[src/common/axi_pkg.sv]
`default_nettype none

package axi_pkg;

  localparam int ID_W   = 4;
  localparam int MIDX_W = 2;
  localparam int SID_W  = ID_W + MIDX_W;
  localparam int ADDR_W = 32;
  localparam int DATA_W = 32;
  localparam int LEN_W  = 2;

  typedef logic [ID_W-1:0]   id_t;
  // Master index on top, master ID below
  typedef logic [SID_W-1:0]  sid_t;
  typedef logic [ADDR_W-1:0] addr_t;
  typedef logic [DATA_W-1:0] data_t;
  // Beats minus one
  typedef logic [LEN_W-1:0]  len_t;
  typedef logic [1:0]        resp_t;

  localparam resp_t RESP_OKAY   = 2'b00;
  localparam resp_t RESP_SLVERR = 2'b10;

  // Write address, master side
  typedef struct packed {
    logic  valid;
    id_t   id;
    addr_t addr;
    len_t  len;
  } aw_m_t;

  // Write address, slave side
  typedef struct packed {
    logic  valid;
    sid_t  id;
    addr_t addr;
    len_t  len;
  } aw_s_t;

  typedef struct packed {
    logic  valid;
    data_t data;
    logic  last;
  } w_t;

  // Write response toward a master
  typedef struct packed {
    logic  valid;
    id_t   id;
    resp_t resp;
  } b_m_t;

  // Write response from a slave
  typedef struct packed {
    logic  valid;
    sid_t  sid;
    resp_t resp;
  } b_s_t;

endpackage

`default_nettype wire

[src/common/bridge_pkg.sv]
`default_nettype none

package bridge_pkg;

  typedef logic [1:0] mst_idx_t;

  typedef enum logic [1:0] {S0, S1, S2, SNONE} slv_sel_t;

  // Response return lock
  typedef enum logic [1:0] {LOCK_S0, LOCK_S1, LOCK_S2, LOCK_NO} lock_t;

  typedef enum logic {WP_IDLE, WP_DATA} wp_state_t;

  localparam axi_pkg::addr_t SLV_BASE_0 = 32'h0000_0000;
  localparam axi_pkg::addr_t SLV_BASE_1 = 32'h0001_0000;
  localparam axi_pkg::addr_t SLV_BASE_2 = 32'h0002_0000;
  localparam axi_pkg::addr_t SLV_SPAN   = 32'h0001_0000;

  // Anything above slave 1 lands on slave 2
  function automatic slv_sel_t decode_slave(axi_pkg::addr_t addr);
    slv_sel_t sel;
    if (addr < SLV_BASE_0 + SLV_SPAN) sel = S0;
    else if (addr < SLV_BASE_1 + SLV_SPAN) sel = S1;
    else sel = S2;
    return sel;
  endfunction

  function automatic axi_pkg::addr_t slave_base(slv_sel_t sel);
    axi_pkg::addr_t base;
    case (sel)
      S1:      base = SLV_BASE_1;
      S2:      base = SLV_BASE_2;
      default: base = SLV_BASE_0;
    endcase
    return base;
  endfunction

endpackage

`default_nettype wire

[src/bridge/write_path.sv]
`timescale 1ns/1ns
`default_nettype none

module write_path (
  input  logic             clk,
  input  logic             rstn,
  input  axi_pkg::aw_m_t   m_aw [2],
  output logic [1:0]       m_awready,
  input  axi_pkg::w_t      m_w [2],
  output logic [1:0]       m_wready,
  output axi_pkg::aw_s_t   s_aw [3],
  input  logic [2:0]       s_awready,
  output axi_pkg::w_t      s_w [3],
  input  logic [2:0]       s_wready
);

  bridge_pkg::wp_state_t state;
  bridge_pkg::mst_idx_t  gnt_q;
  bridge_pkg::slv_sel_t  slave_sel;
  logic                  last_gnt;
  logic                  aw_busy;

  logic                  sel;
  axi_pkg::aw_m_t        cur_aw;
  bridge_pkg::slv_sel_t  aw_dec;
  logic                  aw_fire;
  logic                  w_fire;

  // Master shown on the address channel
  always_comb begin
    if (aw_busy) sel = gnt_q[0];
    else if (m_aw[0].valid && m_aw[1].valid) sel = ~last_gnt;
    else sel = m_aw[1].valid;
  end

  assign cur_aw = m_aw[sel];
  assign aw_dec = bridge_pkg::decode_slave(cur_aw.addr);

  // Address forward, slaves see the offset within their window
  always_comb begin
    aw_fire   = 1'b0;
    m_awready = '0;
    for (int i = 0; i < 3; i++) begin
      s_aw[i].valid = 1'b0;
      s_aw[i].id    = {bridge_pkg::mst_idx_t'(sel), cur_aw.id};
      s_aw[i].addr  = cur_aw.addr - bridge_pkg::slave_base(aw_dec);
      s_aw[i].len   = cur_aw.len;
      if (state == bridge_pkg::WP_IDLE && aw_dec == bridge_pkg::slv_sel_t'(i)) begin
        s_aw[i].valid = cur_aw.valid;
        aw_fire       = cur_aw.valid && s_awready[i];
      end
    end
    m_awready[sel] = aw_fire;
  end

  // Data steering for the open burst
  always_comb begin
    w_fire   = 1'b0;
    m_wready = '0;
    for (int i = 0; i < 3; i++) begin
      s_w[i]       = m_w[gnt_q[0]];
      s_w[i].valid = 1'b0;
      if (state == bridge_pkg::WP_DATA && slave_sel == bridge_pkg::slv_sel_t'(i)) begin
        s_w[i].valid       = m_w[gnt_q[0]].valid;
        m_wready[gnt_q[0]] = s_wready[i];
        w_fire             = m_w[gnt_q[0]].valid && s_wready[i];
      end
    end
  end

  always_ff @(posedge clk or negedge rstn) begin
    if (!rstn) begin
      state     <= bridge_pkg::WP_IDLE;
      gnt_q     <= '0;
      slave_sel <= bridge_pkg::SNONE;
      last_gnt  <= 1'b1;
      aw_busy   <= 1'b0;
    end else begin
      unique case (state)
        bridge_pkg::WP_IDLE: begin
          if (aw_fire) begin
            state     <= bridge_pkg::WP_DATA;
            gnt_q     <= bridge_pkg::mst_idx_t'(sel);
            slave_sel <= aw_dec;
            last_gnt  <= sel;
            aw_busy   <= 1'b0;
          end else if (cur_aw.valid) begin
            // Keep the shown master until its address is taken
            aw_busy <= 1'b1;
            gnt_q   <= bridge_pkg::mst_idx_t'(sel);
          end
        end
        bridge_pkg::WP_DATA: begin
          if (w_fire && m_w[gnt_q[0]].last) begin
            state     <= bridge_pkg::WP_IDLE;
            slave_sel <= bridge_pkg::SNONE;
          end
        end
      endcase
    end
  end

endmodule

`default_nettype wire

[src/bridge/b_return.sv]
`timescale 1ns/1ns
`default_nettype none

module b_return (
  input  logic            clk,
  input  logic            rstn,
  input  axi_pkg::b_s_t   s_b [3],
  output logic [2:0]      s_bready,
  output axi_pkg::b_m_t   m_b [2],
  input  logic [1:0]      m_bready
);

  localparam int SID_TOP = $bits(axi_pkg::sid_t) - 1;
  localparam int IDX_W   = $bits(bridge_pkg::mst_idx_t);

  bridge_pkg::lock_t    lock_q;
  bridge_pkg::lock_t    lock_d;
  bridge_pkg::lock_t    last_q;
  logic [2:0]           s_valid;
  logic [2:0]           self_mask;
  axi_pkg::b_s_t        sel_b;
  bridge_pkg::mst_idx_t dest;
  logic                 mst_ready;
  logic                 b_fire;

  // First valid slave after the given one, wrapping back to it last
  function automatic bridge_pkg::lock_t pick_next(bridge_pkg::lock_t after, logic [2:0] v);
    bridge_pkg::lock_t res;
    int                idx;
    res = bridge_pkg::LOCK_NO;
    for (int k = 3; k >= 1; k--) begin
      idx = (int'(after) + k) % 3;
      if (v[idx]) res = bridge_pkg::lock_t'(idx);
    end
    return res;
  endfunction

  always_comb begin
    for (int i = 0; i < 3; i++) begin
      s_valid[i] = s_b[i].valid;
    end
  end

  assign b_fire = sel_b.valid && mst_ready;

  always_comb begin
    self_mask = '0;
    lock_d    = lock_q;
    if (lock_q == bridge_pkg::LOCK_NO) begin
      lock_d = pick_next(last_q, s_valid);
    end else begin
      self_mask[lock_q] = 1'b1;
      // Chain straight to the next pending slave
      if (b_fire) lock_d = pick_next(lock_q, s_valid & ~self_mask);
    end
  end

  always_ff @(posedge clk or negedge rstn) begin
    if (!rstn) begin
      lock_q <= bridge_pkg::LOCK_NO;
      last_q <= bridge_pkg::LOCK_S2;
    end else begin
      lock_q <= lock_d;
      if (lock_q != bridge_pkg::LOCK_NO && b_fire) last_q <= lock_q;
    end
  end

  // Locked slave mux
  always_comb begin
    sel_b    = '0;
    s_bready = '0;
    for (int i = 0; i < 3; i++) begin
      if (lock_q == bridge_pkg::lock_t'(i)) begin
        sel_b       = s_b[i];
        s_bready[i] = mst_ready;
      end
    end
  end

  assign dest = sel_b.sid[SID_TOP -: IDX_W];

  // Route back by the master bits of the ID
  always_comb begin
    mst_ready = 1'b0;
    for (int j = 0; j < 2; j++) begin
      m_b[j] = '0;
      if (dest == bridge_pkg::mst_idx_t'(j)) begin
        m_b[j].valid = sel_b.valid;
        m_b[j].id    = axi_pkg::id_t'(sel_b.sid);
        m_b[j].resp  = sel_b.resp;
        mst_ready    = m_bready[j];
      end
    end
  end

endmodule

`default_nettype wire

[src/verilog/mem_slave.sv]
`timescale 1ns/1ns
`default_nettype none

module mem_slave #(
  parameter int DEPTH_WORDS = 64
) (
  input  logic            clk,
  input  logic            rstn,
  input  axi_pkg::aw_s_t  aw,
  output logic            awready,
  input  axi_pkg::w_t     w,
  output logic            wready,
  output axi_pkg::b_s_t   b,
  input  logic            bready
);

  localparam int IDX_W = $clog2(DEPTH_WORDS);

  axi_pkg::data_t mem [DEPTH_WORDS];

  logic          burst_open;
  logic          resp_pending;
  logic          err;
  logic [29:0]   wptr;
  axi_pkg::sid_t sid_q;
  logic          aw_hs;
  logic          w_hs;
  logic          in_range;

  assign awready  = !resp_pending && !burst_open;
  assign wready   = burst_open;
  assign aw_hs    = aw.valid && awready;
  assign w_hs     = w.valid && wready;
  assign in_range = wptr < 30'(DEPTH_WORDS);

  always_ff @(posedge clk or negedge rstn) begin
    if (!rstn) begin
      burst_open   <= 1'b0;
      resp_pending <= 1'b0;
      err          <= 1'b0;
      wptr         <= '0;
    end else begin
      if (aw_hs) begin
        burst_open <= 1'b1;
        err        <= 1'b0;
        wptr       <= aw.addr[31:2];
      end else if (w_hs) begin
        wptr <= wptr + 30'd1;
        // Sticky for the rest of the burst
        if (!in_range) err <= 1'b1;
        if (w.last) begin
          burst_open   <= 1'b0;
          resp_pending <= 1'b1;
        end
      end
      if (resp_pending && bready) resp_pending <= 1'b0;
    end
  end

  always_ff @(posedge clk) begin
    if (w_hs && in_range) mem[wptr[IDX_W-1:0]] <= w.data;
  end

  always_ff @(posedge clk) begin
    if (aw_hs) sid_q <= aw.id;
  end

  always_comb begin
    b.valid = resp_pending;
    b.sid   = sid_q;
    b.resp  = err ? axi_pkg::RESP_SLVERR : axi_pkg::RESP_OKAY;
  end

endmodule

`default_nettype wire

[src/verilog/axi_write_bridge.sv]
`timescale 1ns/1ns
`default_nettype none

module axi_write_bridge #(
  parameter int DEPTH_0 = 64,
  parameter int DEPTH_1 = 64,
  parameter int DEPTH_2 = 32
) (
  input  logic            clk,
  input  logic            rstn,
  input  axi_pkg::aw_m_t  m_aw [2],
  output logic [1:0]      m_awready,
  input  axi_pkg::w_t     m_w [2],
  output logic [1:0]      m_wready,
  output axi_pkg::b_m_t   m_b [2],
  input  logic [1:0]      m_bready
);

  axi_pkg::aw_s_t s_aw [3];
  logic [2:0]     s_awready;
  axi_pkg::w_t    s_w [3];
  logic [2:0]     s_wready;
  axi_pkg::b_s_t  s_b [3];
  logic [2:0]     s_bready;

  write_path write_path_inst (
    .clk       (clk),
    .rstn      (rstn),
    .m_aw      (m_aw),
    .m_awready (m_awready),
    .m_w       (m_w),
    .m_wready  (m_wready),
    .s_aw      (s_aw),
    .s_awready (s_awready),
    .s_w       (s_w),
    .s_wready  (s_wready)
  );

  b_return b_return_inst (
    .clk      (clk),
    .rstn     (rstn),
    .s_b      (s_b),
    .s_bready (s_bready),
    .m_b      (m_b),
    .m_bready (m_bready)
  );

  mem_slave #(.DEPTH_WORDS(DEPTH_0)) slave_0_inst (
    .clk     (clk),
    .rstn    (rstn),
    .aw      (s_aw[0]),
    .awready (s_awready[0]),
    .w       (s_w[0]),
    .wready  (s_wready[0]),
    .b       (s_b[0]),
    .bready  (s_bready[0])
  );

  mem_slave #(.DEPTH_WORDS(DEPTH_1)) slave_1_inst (
    .clk     (clk),
    .rstn    (rstn),
    .aw      (s_aw[1]),
    .awready (s_awready[1]),
    .w       (s_w[1]),
    .wready  (s_wready[1]),
    .b       (s_b[1]),
    .bready  (s_bready[1])
  );

  // Also takes every address above slave 1's window
  mem_slave #(.DEPTH_WORDS(DEPTH_2)) slave_2_inst (
    .clk     (clk),
    .rstn    (rstn),
    .aw      (s_aw[2]),
    .awready (s_awready[2]),
    .w       (s_w[2]),
    .wready  (s_wready[2]),
    .b       (s_b[2]),
    .bready  (s_bready[2])
  );

endmodule

`default_nettype wire

[config.mk]
export PLATFORM = sky130hd
export DESIGN_NAME = axi_write_bridge
export DESIGN_NICKNAME = d
export VERILOG_FILES = /design/src/common/axi_pkg.sv /design/src/common/bridge_pkg.sv /design/src/bridge/write_path.sv /design/src/bridge/b_return.sv /design/src/verilog/mem_slave.sv /design/src/verilog/axi_write_bridge.sv
export SDC_FILE = /design/constraint.sdc
export NUM_CORES = 1
export LEC_CHECK = 0
export BUFFER_PORTS_ARGS = -buffer_cell sky130_fd_sc_hd__buf_2
export CORE_AREA = 2 2 168 104
export DETAILED_ROUTE_END_ITERATION = 12
export DIE_AREA = 0 0 170 106
export PLACE_DENSITY = 0.74
export SETUP_SLACK_MARGIN = 0.2
export SYNTH_ARGS = -nofsm -noshare
export SYNTH_HDL_FRONTEND = slang
export SYNTH_SLANG_ARGS = --single-unit
[constraint.sdc]
create_clock -name clk -period 4.7 [get_ports clk]
set_input_delay 0.235 -clock clk [delete_from_list [all_inputs] [get_ports clk]]
set_output_delay 0.235 -clock clk [all_outputs]
set_load 0.01 [all_outputs]
# Word-level counts from Yosys, hierarchy flattened
# Index checks and enable logic that the tools add are counted.
[op_classes]
addsub = 10
n_div = 6
n_lt_le_gt_ge = 19
eq_ne = 17
n_mux = 115
bitwise = 8
n_reduce_logical = 67
[ops]
columns = ["op", "n"]
rows = [
  ["32-bit by 4-bit less-than comparator with 1-bit output, second input constant", 6],
  ["32-bit by 3-bit modulo with 32-bit output, second input constant", 6],
  ["30-bit 2-to-1 mux", 6],
  ["39-bit 2-to-1 mux", 3],
  ["34-bit 2-to-1 mux", 3],
  ["30-bit by 1-bit adder with 30-bit output, second input constant", 3],
  ["1-bit 2-to-1 mux", 66],
  ["30-bit by 7-bit less-than comparator with 1-bit output, second input constant", 2],
  ["2-bit 2-to-1 mux", 18],
  ["18-bit one-hot mux with 2 select lines", 1],
  ["32-bit by 17-bit less-than comparator with 1-bit output, second input constant", 1],
  ["32-bit by 18-bit less-than comparator with 1-bit output, second input constant", 1],
  ["32-bit by 18-bit subtractor with 32-bit output", 1],
  ["1-bit logical AND", 31],
  ["30-bit by 6-bit less-than comparator with 1-bit output, second input constant", 1],
  ["2-bit nonzero test", 14],
  ["9-bit 2-to-1 mux", 3],
  ["2-bit AND reduction", 9],
  ["7-bit 2-to-1 mux", 2],
  ["2-bit by 2-bit adder with 3-bit output, second input constant", 4],
  ["1-bit binary-select mux with 2-bit select", 6],
  ["2-bit != test, second input constant", 5],
  ["3-bit AND reduction", 3],
  ["2-bit by 1-bit == test with 1-bit output, second input constant", 4],
  ["20 further kinds", 43],
]
[word_totals]
regBits = 124
inputBits = 150
output_inout_bits = 18
elab_cells = 264

# Depth between registers and ports, before layout
# Gate-level depths: netlist of the first run.
[depth]
depth_word = 17
depth_mapped = 17
depth_no_buf = 15

# Modules after synthesis
# Synthesis of the first run repeated with hierarchy kept, for this count alone.
[hier_totals]
cells_unflattened = 1171
hier_area_um2 = 10065.9
[by_module_without_submodules]
columns = ["module", "n_inst", "cells_each", "area_per_inst_um2", "seq_area_each_um2"]
rows = [
  ["mem_slave at slave_0_inst ...", 2, 214, 2047.0, 1006.0],
  ["write_path", 1, 415, 3007.9, 153.9],
  ["mem_slave at slave_2_inst", 1, 209, 2038.2, 1006.0],
  ["b_return", 1, 119, 925.9, 103.8],
]

# Worst setup path before layout of the first run
# Ideal clock, no wire load.
[synth_path]
kind = "register -> register"
start = "register write_path_inst.last_gnt"
end = "register slave_0_inst.wptr[24]"
setup_time_ns = 0.121
arrival_time_ns = 3.437
required_ns = 4.579
path_slack_ns = 1.141
stages_incl_launch_ff = 16
n_path_buf = 4
synth_period_minus_slack_ns = 3.559
path_cell_list = "dfstp_2 > nand2_1 > a22oi_2 > clkbuf_1 > buf_2 > clkbuf_1 > nand2_1 > nand2_1 > inv_1 > fa_1 > inv_1 > clkbuf_1 > o21ai_0 > a21oi_1 > a31oi_1 > o22a_1"
[synth_between]
elab_chain_cells = 15
elab_cells_between_ends = 21
classes_between = "add/sub (1); order compare (2); eq/ne (2); mux (10); bitwise (2); reduce/logical (4)"
[synth_rtl]
columns = ["element", "line", "rtl"]
rows = [
  ["from (decl)", "write_path.sv:20", "logic last_gnt;"],
  ["from (signal assigned)", "write_path.sv:85", "last_gnt <= sel;"],
  ["1-bit NOT (*)", "write_path.sv:32", "else if (m_aw[0].valid && m_aw[1].valid) sel = ~last_gnt;"],
  ["1-bit 2-to-1 mux (*)", "write_path.sv:32", ""],
  ["1-bit 2-to-1 mux (*)", "write_path.sv:31", "if (aw_busy) sel = gnt_q[0];"],
  ["1-bit NOT with 2-bit output (not written as such) (*)", "write_path.sv:36", "assign cur_aw = m_aw[sel];"],
  ["39-bit 2-to-1 mux (not written as such) (*) (3 in a row)", "write_path.sv:36", ""],
  ["parallel branches: the longest is 8 deep, another holds 32-bit by 18-bit less-than comparator with 1-bit output", "n/a", ""],
  ["to (signal assigned)", "mem_slave.sv:46", "wptr <= aw.addr[31:2];"],
  ["to (signal assigned)", "mem_slave.sv:48", "wptr <= wptr + 30'd1;"],
  ["to (decl)", "mem_slave.sv:24", "logic [29:0] wptr;"],
]
# Every way passes the cells marked *. The select of a mux whose other input is x is not followed.
# A chain may end at the register's enable or synchronous reset.

# Worst setup path after layout of the first run
[layout_path]
start = "register write_path_inst.gnt_q[0]"
end = "register slave_1_inst.wptr[20]"
[layout_between]
elab_chain_cells = 13
elab_cells_between_ends = 24
classes_between = "add/sub (1); order compare (2); eq/ne (2); mux (13); bitwise (2); reduce/logical (4)"
[layout_rtl]
columns = ["element", "line", "rtl"]
rows = [
  ["from (decl)", "write_path.sv:18", "bridge_pkg::mst_idx_t gnt_q;"],
  ["from (signal assigned)", "write_path.sv:83", "gnt_q <= bridge_pkg::mst_idx_t'(sel);"],
  ["from (signal assigned)", "write_path.sv:90", "gnt_q <= bridge_pkg::mst_idx_t'(sel);"],
  ["parallel branches: the longest is 13 deep, another holds 32-bit by 18-bit less-than comparator with 1-bit output", "n/a", ""],
  ["to (signal assigned)", "mem_slave.sv:46", ""],
  ["to (signal assigned)", "mem_slave.sv:48", ""],
  ["to (decl)", "mem_slave.sv:24", ""],
]
# Several ways; the timed one is not identified. The select of a mux whose other input is x is not followed.

==> results of run 1 <==
## cell usage in the layout, fill, tap and decap left out, types with 5 or more instances in the layout
master,n
ha_1,13
nor2b_1,12
xnor2_1,34
or4_1,9
nand3b_1,9
o22ai_1,5
a221o_1,8
and3_1,18
o21ai_1,7
nor3_1,26
o211ai_1,15
buf_4,16
dfstp_2,6
inv_1,26
xor2_1,17
mux2i_1,35
nand4_1,21
and2_1,7
buf_2,92
nand4b_1,5
edfxtp_1,15
o221ai_1,20
nor4_1,31
nand3_1,40
or3_1,7
dfrtp_1,103
clkbuf_16,17
and4_1,6
a31oi_1,18
o21ai_0,59
o31ai_1,5
a21oi_1,57
nand2b_1,8
nand2_1,90
nor2_1,112
## tightest hold or removal path: cells and delay by family
kind,cells,cell delay [ns]
and+or+nand+nor,2,0.12
buffers and inverters,1,0.07
## cell type report
cell class,instances,area (sq um)
fill,1494,7279
sequential,124,3186
inverter,31,118.9
clock inverter,11,117.6
tap,214,267.8
timing repair buffer,109,590.6
clock buffer,21,460.4
multi-input combinational,750,4646
## cells by family after synthesis
group	Yosys count
other	1
buffers and inverters	73
AND/OR/NAND/NOR	413
flip-flops	124
adder cells (fa/ha/maj)	14
multiplexers	40
XOR/XNOR	51
AO/OA/AOI/OAI	230
## where the power goes
| group | total, mW | leakage [nW] | switching (mW) | internal [mW] |
|---|---|---|---|---|
| Sequential | 1.54 | 1.54 | 0.229 | 1.31 |
| Clock | 1.31 | 0.279 | 0.506 | 0.805 |
| Combinational | 1.71 | 2.20 | 1.09 | 0.618 |
## registers in the layout (all words and copies together), names as in the netlist, 2 cells and up
signal	flops
b_return_inst.last_q	2
slave_1_inst.sid_q	5
write_path_inst.slave_sel	2
b_return_inst.lock_q	2
slave_1_inst.wptr	30
slave_0_inst.wptr	30
slave_0_inst.sid_q	5
slave_2_inst.sid_q	5
slave_2_inst.wptr	30
## worst paths after layout
path / startpoint / endpoint / slack, ns / cells after the start
worst max-delay path: write_path_inst.gnt_q[0] / slave_1_inst.wptr[20] / 0.54 / 14
worst min-delay path: m_aw[73] / slave_2_inst.sid_q[0] / 0.13 / 3
worst min register to register: slave_0_inst.err / slave_0_inst.err / 0.52 / 2
worst max register to register: write_path_inst.gnt_q[0] / slave_1_inst.wptr[20] / 0.54 / 14
max in group asynchronous: rstn / slave_2_inst.wptr[11] / 3.12 / 3
min in group asynchronous: rstn / slave_1_inst.wptr[23] / 0.48 / 2
## what timing repair did
item,4_1_cts,5_1_grt
hold buffers,1,0
hold endpoints to repair,7,0
endpoints found under the setup margin,0,0
## routing by layer
layer,wire length (microns),global-route usage,vias up
met5,0,0,-
met4,314,0.06716,0
met3,2834,0.08972,27
met2,9747,0.3749,419
met1,11270,0.4306,3747
li1,-,-,3679
## metrics by stage
step,area [sq um],instances
2_1_floorplan,8138,947
3_3_place_gp,8798,1227
3_5_place_dp,8798,1227
4_1_cts,9387,1260
5_1_grt,9387,1260
6_report,9387,1260
==> metrics, run 1 <==
VDD IR max=0.2546 mV; ANT nets after route=0; Placeable Area=between 0.015 and 0.02 sq mm; Resized cells post-CTS=0; most frequent cell after synthesis=nor2_1; leading area contributor after synthesis=dfrtp_1; NumNets Final=about 1,200; drt pass-1 iters=6; vias in the first global route=7,229; MaxCap Viol Count=0; post-synthesis mux area share=0.05045; CP Cell Sequence=a22oi_2 -> inv_2 -> mux2_2 -> nor3_4 -> inv_2 -> nor2_1 -> ha_1 -> fa_1 -> inv_1 -> or4_1 -> xnor2_1 -> mux2i_1 -> buf_4 -> o221ai_1; WP buf/inv=4; area growth from synthesis to layout=15.40%; Tightest Pin Transition=between 0.9 and 1 ns; Ys Warns=0; antenna violations before repair=0; total wire length=about 24,000 microns; mean routed wirelength per cell=around 19 microns; Final Power=roughly 4.6 mW; Final HPWL DP=~18,000 microns; die footprint=about 0.018 sq mm; worst min path class=in2reg; clock sink count=between 100 and 150; final max-slew violation count=0; delay-heaviest family, CP=simple AND/OR/NAND/NOR gates; I/O pin count=~170; synth cell count leaders=nor2_1 (112), dfrtp_1 (103), nand2_1 (90); Synth Register Bits=between 100 and 150; Die Width=roughly 170 microns; RePlAce Congestion=approximately 0.9; Seq/Total Area, Yosys=0.3916; slowest CP cell=or4_1; power density over the cells=485.2 mW/mm^2; Worst-path clk slew=approximately 0.060 ns; Setup CP Type=reg2reg; critical path arrival=4.45 ns; setup TNS=0 ns; Area contributors post-synth=dfrtp_1 (32%), edfxtp_1 (5.5%), nor2_1 (5.2%); Root Buffer=clkbuf_16; status=finished, final reports clean; CP max FO=18; final core utilization=0.5632; antenna cell count=0; Setup Skew=0.009323 ns; Avg Inst Size Synth=approximately 8.6 sq um; first-pass GRT wire length=about 39,000 microns; Synth Area in Adders=0.02246; fin crit period=about 4.2 ns; maximum number of pins on one net before global-route repair=a little over 70; number of enable flip-flop cells after synthesis=15; hold_ws=around 0.13 ns; Synth Area in Simple Gates=0.2590; largest family of logic cells by synthesized area=simple AND/OR/NAND/NOR gates; grt ovf=0; Post-CTS Setup Bufs=0; vias per cell=roughly 6.2; Clock Latency Late Sink=approximately 0.42 ns; final hold vios=0; row cnt=37; starting density of the core=0.4881; DR iter-0 viols=about 930; fmax=approximately 240 MHz; CTS H-tree lvls=4; Place WS=0.6288 ns; synth unique cells=75; CTS Buf Count=17; Slew HR=0.3334; ys async rst share=0.8790; Period Utilization, post-route=0.8854; post-synthesis cell count=between 900 and 1,000; Lkg Pwr=around 4.0 nW; Synth Area in XOR/XNOR=0.05491; post-route DRC violation count=0; Max clock buf depth=2; Synth Area in Compound Gates=0.1834; min setup slack post-route=approximately 0.54 ns; worst path required time=about 5 ns; crit end category=register; Synth Flop Type=dfrtp_1; RSZ-0062 raised after global routing=false; total track usage=0.2799; chip height=~110 microns; CP max stage delay=0.59 ns; final setup fails=0; Buffers on Ports=93; layout cells sized above 1=0.1606; share of the synthesized area in the top cell type=0.3169; Critical Path Most Common Cell=inv_2; CTS tree=built; CP Launch Type=register; Via Count=7,872; Post-Synthesis Cell Area=0.008134 sq mm
(Power assumes the default switching activity.)
==> run 2, diff against run 1 <==
CTS_BUF_LIST = sky130_fd_sc_hd__clkbuf_4   (was unset)
SLEW_MARGIN = 10   (was unset)
==> run 2 against run 1 <==
  * First-iteration DRC count up 3.9%
  * Non-clock buffer count up 1
  * Total power down 13%
  * Clock power down 43%
  * Count of clock-buffer cells in the layout down 2
  * Critical endpoint unchanged
==> metrics, run 2 (synthesized netlist as in run 1, its figures left out) <==
worst min path class=in2reg; area growth from synthesis to layout=11.71%; RePlAce Congestion=a little over 0.9; Resized cells post-CTS=0; Setup Skew=around 0.026 ns; Largest regs=slave_0_inst.wptr x30, slave_1_inst.wptr x30, slave_2_inst.wptr x30; top layer in use=met4; Post-CTS Setup Bufs=0; drt pass-1 iters=5; # fillers=about 1,500; fin crit period=~4.2 ns; vias in the first global route=7,111; Placeable Area=approximately 0.017 sq mm; CTS Buf Count=17; Buffers on Ports=93; final max-slew violation count=0; vias per cell=roughly 6.2; DR iter-0 viols=between 900 and 1,000; CP Capture Point=slave_1_inst.wptr[20]; final hold vios=0; startpoint of the worst setup timing path=write_path_inst.gnt_q[0]; setup TNS=0 ns; Clock Latency Late Sink=0.54 ns; Slew HR=0.2851; Die Width=170 microns; fmax=238.7 MHz; ANT nets after route=0; Reg area=about 0.0032 sq mm; post-route DRC violation count=0; final setup fails=0; power density over the cells=between 400 and 500 mW/mm^2; CP Cell Sequence=a22oi_2 -> inv_2 -> mux2_2 -> nor3_4 -> inv_2 -> nor2_1 -> ha_1 -> fa_1 -> inv_1 -> or4_1 -> xnor2_1 -> mux2i_1 -> buf_4 -> o221ai_1; CTS tree=built; total wire length=23,860 microns; slowest CP cell=dfrtp_1; crit end category=register; reg2reg start=write_path_inst.gnt_q[0]; Critical Path Most Common Cell=inv_2; R2R depth=14; layout cells sized above 1=0.1605; Worst-path clk slew=around 0.12 ns; met2 wire len=9572 microns; # hold bufs at CTS=1; total track usage=0.2727; met1 wire length=around 11,000 microns; VDD IR max=approximately 0.25 mV; I/O pin count=about 170; commonest cells after routing, fill and taps aside=nor2_1 (112), dfrtp_1 (103), buf_2 (92); antenna cell count=0; CP max FO=18; Root Buffer=clkbuf_4; RSZ-0062 raised after global routing=false; status=finished, final reports clean; RR Endpoint=slave_1_inst.wptr[20]; NumNets Final=between 1,000 and 1,500; Max clock buf depth=2; Final HPWL DP=roughly 18,000 microns; die footprint=0.01802 sq mm; CP max stage delay=about 0.61 ns; Period Utilization, post-route=0.8913; row cnt=37; Tightest Pin Transition=1.064 ns; wire length on met3=2778 microns; CP Launch Type=register; Lkg Pwr=between 3 and 4 nW; mean routed wirelength per cell=around 19 microns; most common cell after layout, fill and taps aside=nor2_1; antenna violations before repair=0; critical path arrival=4.59 ns; chip height=about 110 microns; starting density of the core=0.4881; Via Count=7,864; R2R setup slack=0.51 ns; final core utilization=0.5452; Setup CP Type=reg2reg; grt ovf=0; first-pass GRT wire length=~38,000 microns; worst path required time=5.10 ns; clock sink count=around 120; maximum number of pins on one net before global-route repair=slightly above 70; CTS H-tree lvls=4; MaxCap Viol Count=0; multi-input combinational cell area=about 0.0046 sq mm
==> run 2: power breakdown <==
group | switching [mW] | leakage, nW | total [mW] | internal (mW)
logic | 1.09 | 2.20 | 1.70 | 0.618
registers | 0.228 | 1.54 | 1.53 | 1.30
clock network | 0.424 | 0.143 | 0.744 | 0.320
==> run 2: cell type report <==
cell class                      count  area share
Clock buffer                       19     0.01570
Multi-Input combinational cell    750      0.5113
Inverter                           31     0.01308
Timing Repair Buffer              110     0.06610
Sequential cell                   124      0.3506
Clock inverter                     13     0.01377
Tap cell                          214     0.02947
==> run 2: worst min-delay path by stage <==
| stage | from | end | slack, ns | depth (start not counted) |
|---|---|---|---|---|
| after global routing | m_aw[34] | slave_2_inst.sid_q[0] | 0.007 | 3 |
| after global placement | rstn | slave_1_inst.wptr[18] | 0.42 | 1 |
| after detailed placement | rstn | slave_1_inst.wptr[19] | 0.43 | 1 |
| after floorplan | rstn | b_return_inst.last_q[0] | -0.06 | 0 |
| after CTS | m_aw[73] | slave_2_inst.sid_q[0] | 0.01 | 3 |
| final | m_aw[34] | slave_2_inst.sid_q[0] | 0.03 | 3 |
==> run 2: through the flow <==
step	std cells	cell area [sq um]	setup slack [ns]	hold slack [ns]	total power, mW
floorplan	947	8138	1.141	-0.06059	2.669
global placement	1227	8798	0.6922	0.4236	3.171
detailed placement	1227	8798	0.6288	0.4285	3.209
CTS	1260	9076	0.5881	0.009793	3.945
global route	1261	9086	0.2886	0.007500	4.227
finish	1261	9086	0.5108	0.03421	3.979
==> run 2: critical path, delay by kind of cell (launching register included) <==
kind            cells  cell delay [ns]
flops               1             0.61
xor+xnor            1             0.14
fa+ha+maj           2             0.54
buf+inv             4             0.92
compound gates      2             0.28
mux                 2             0.55
simple gates        3             1.03
==> run 2: layer usage <==
layer | vias to the layer above | global-route usage
met4 | 0 | 0.06288
met1 | 3753 | 0.4263
li1 | 3664 | -
met5 | - | 0
met3 | 28 | 0.08153
met2 | 419 | 0.3630
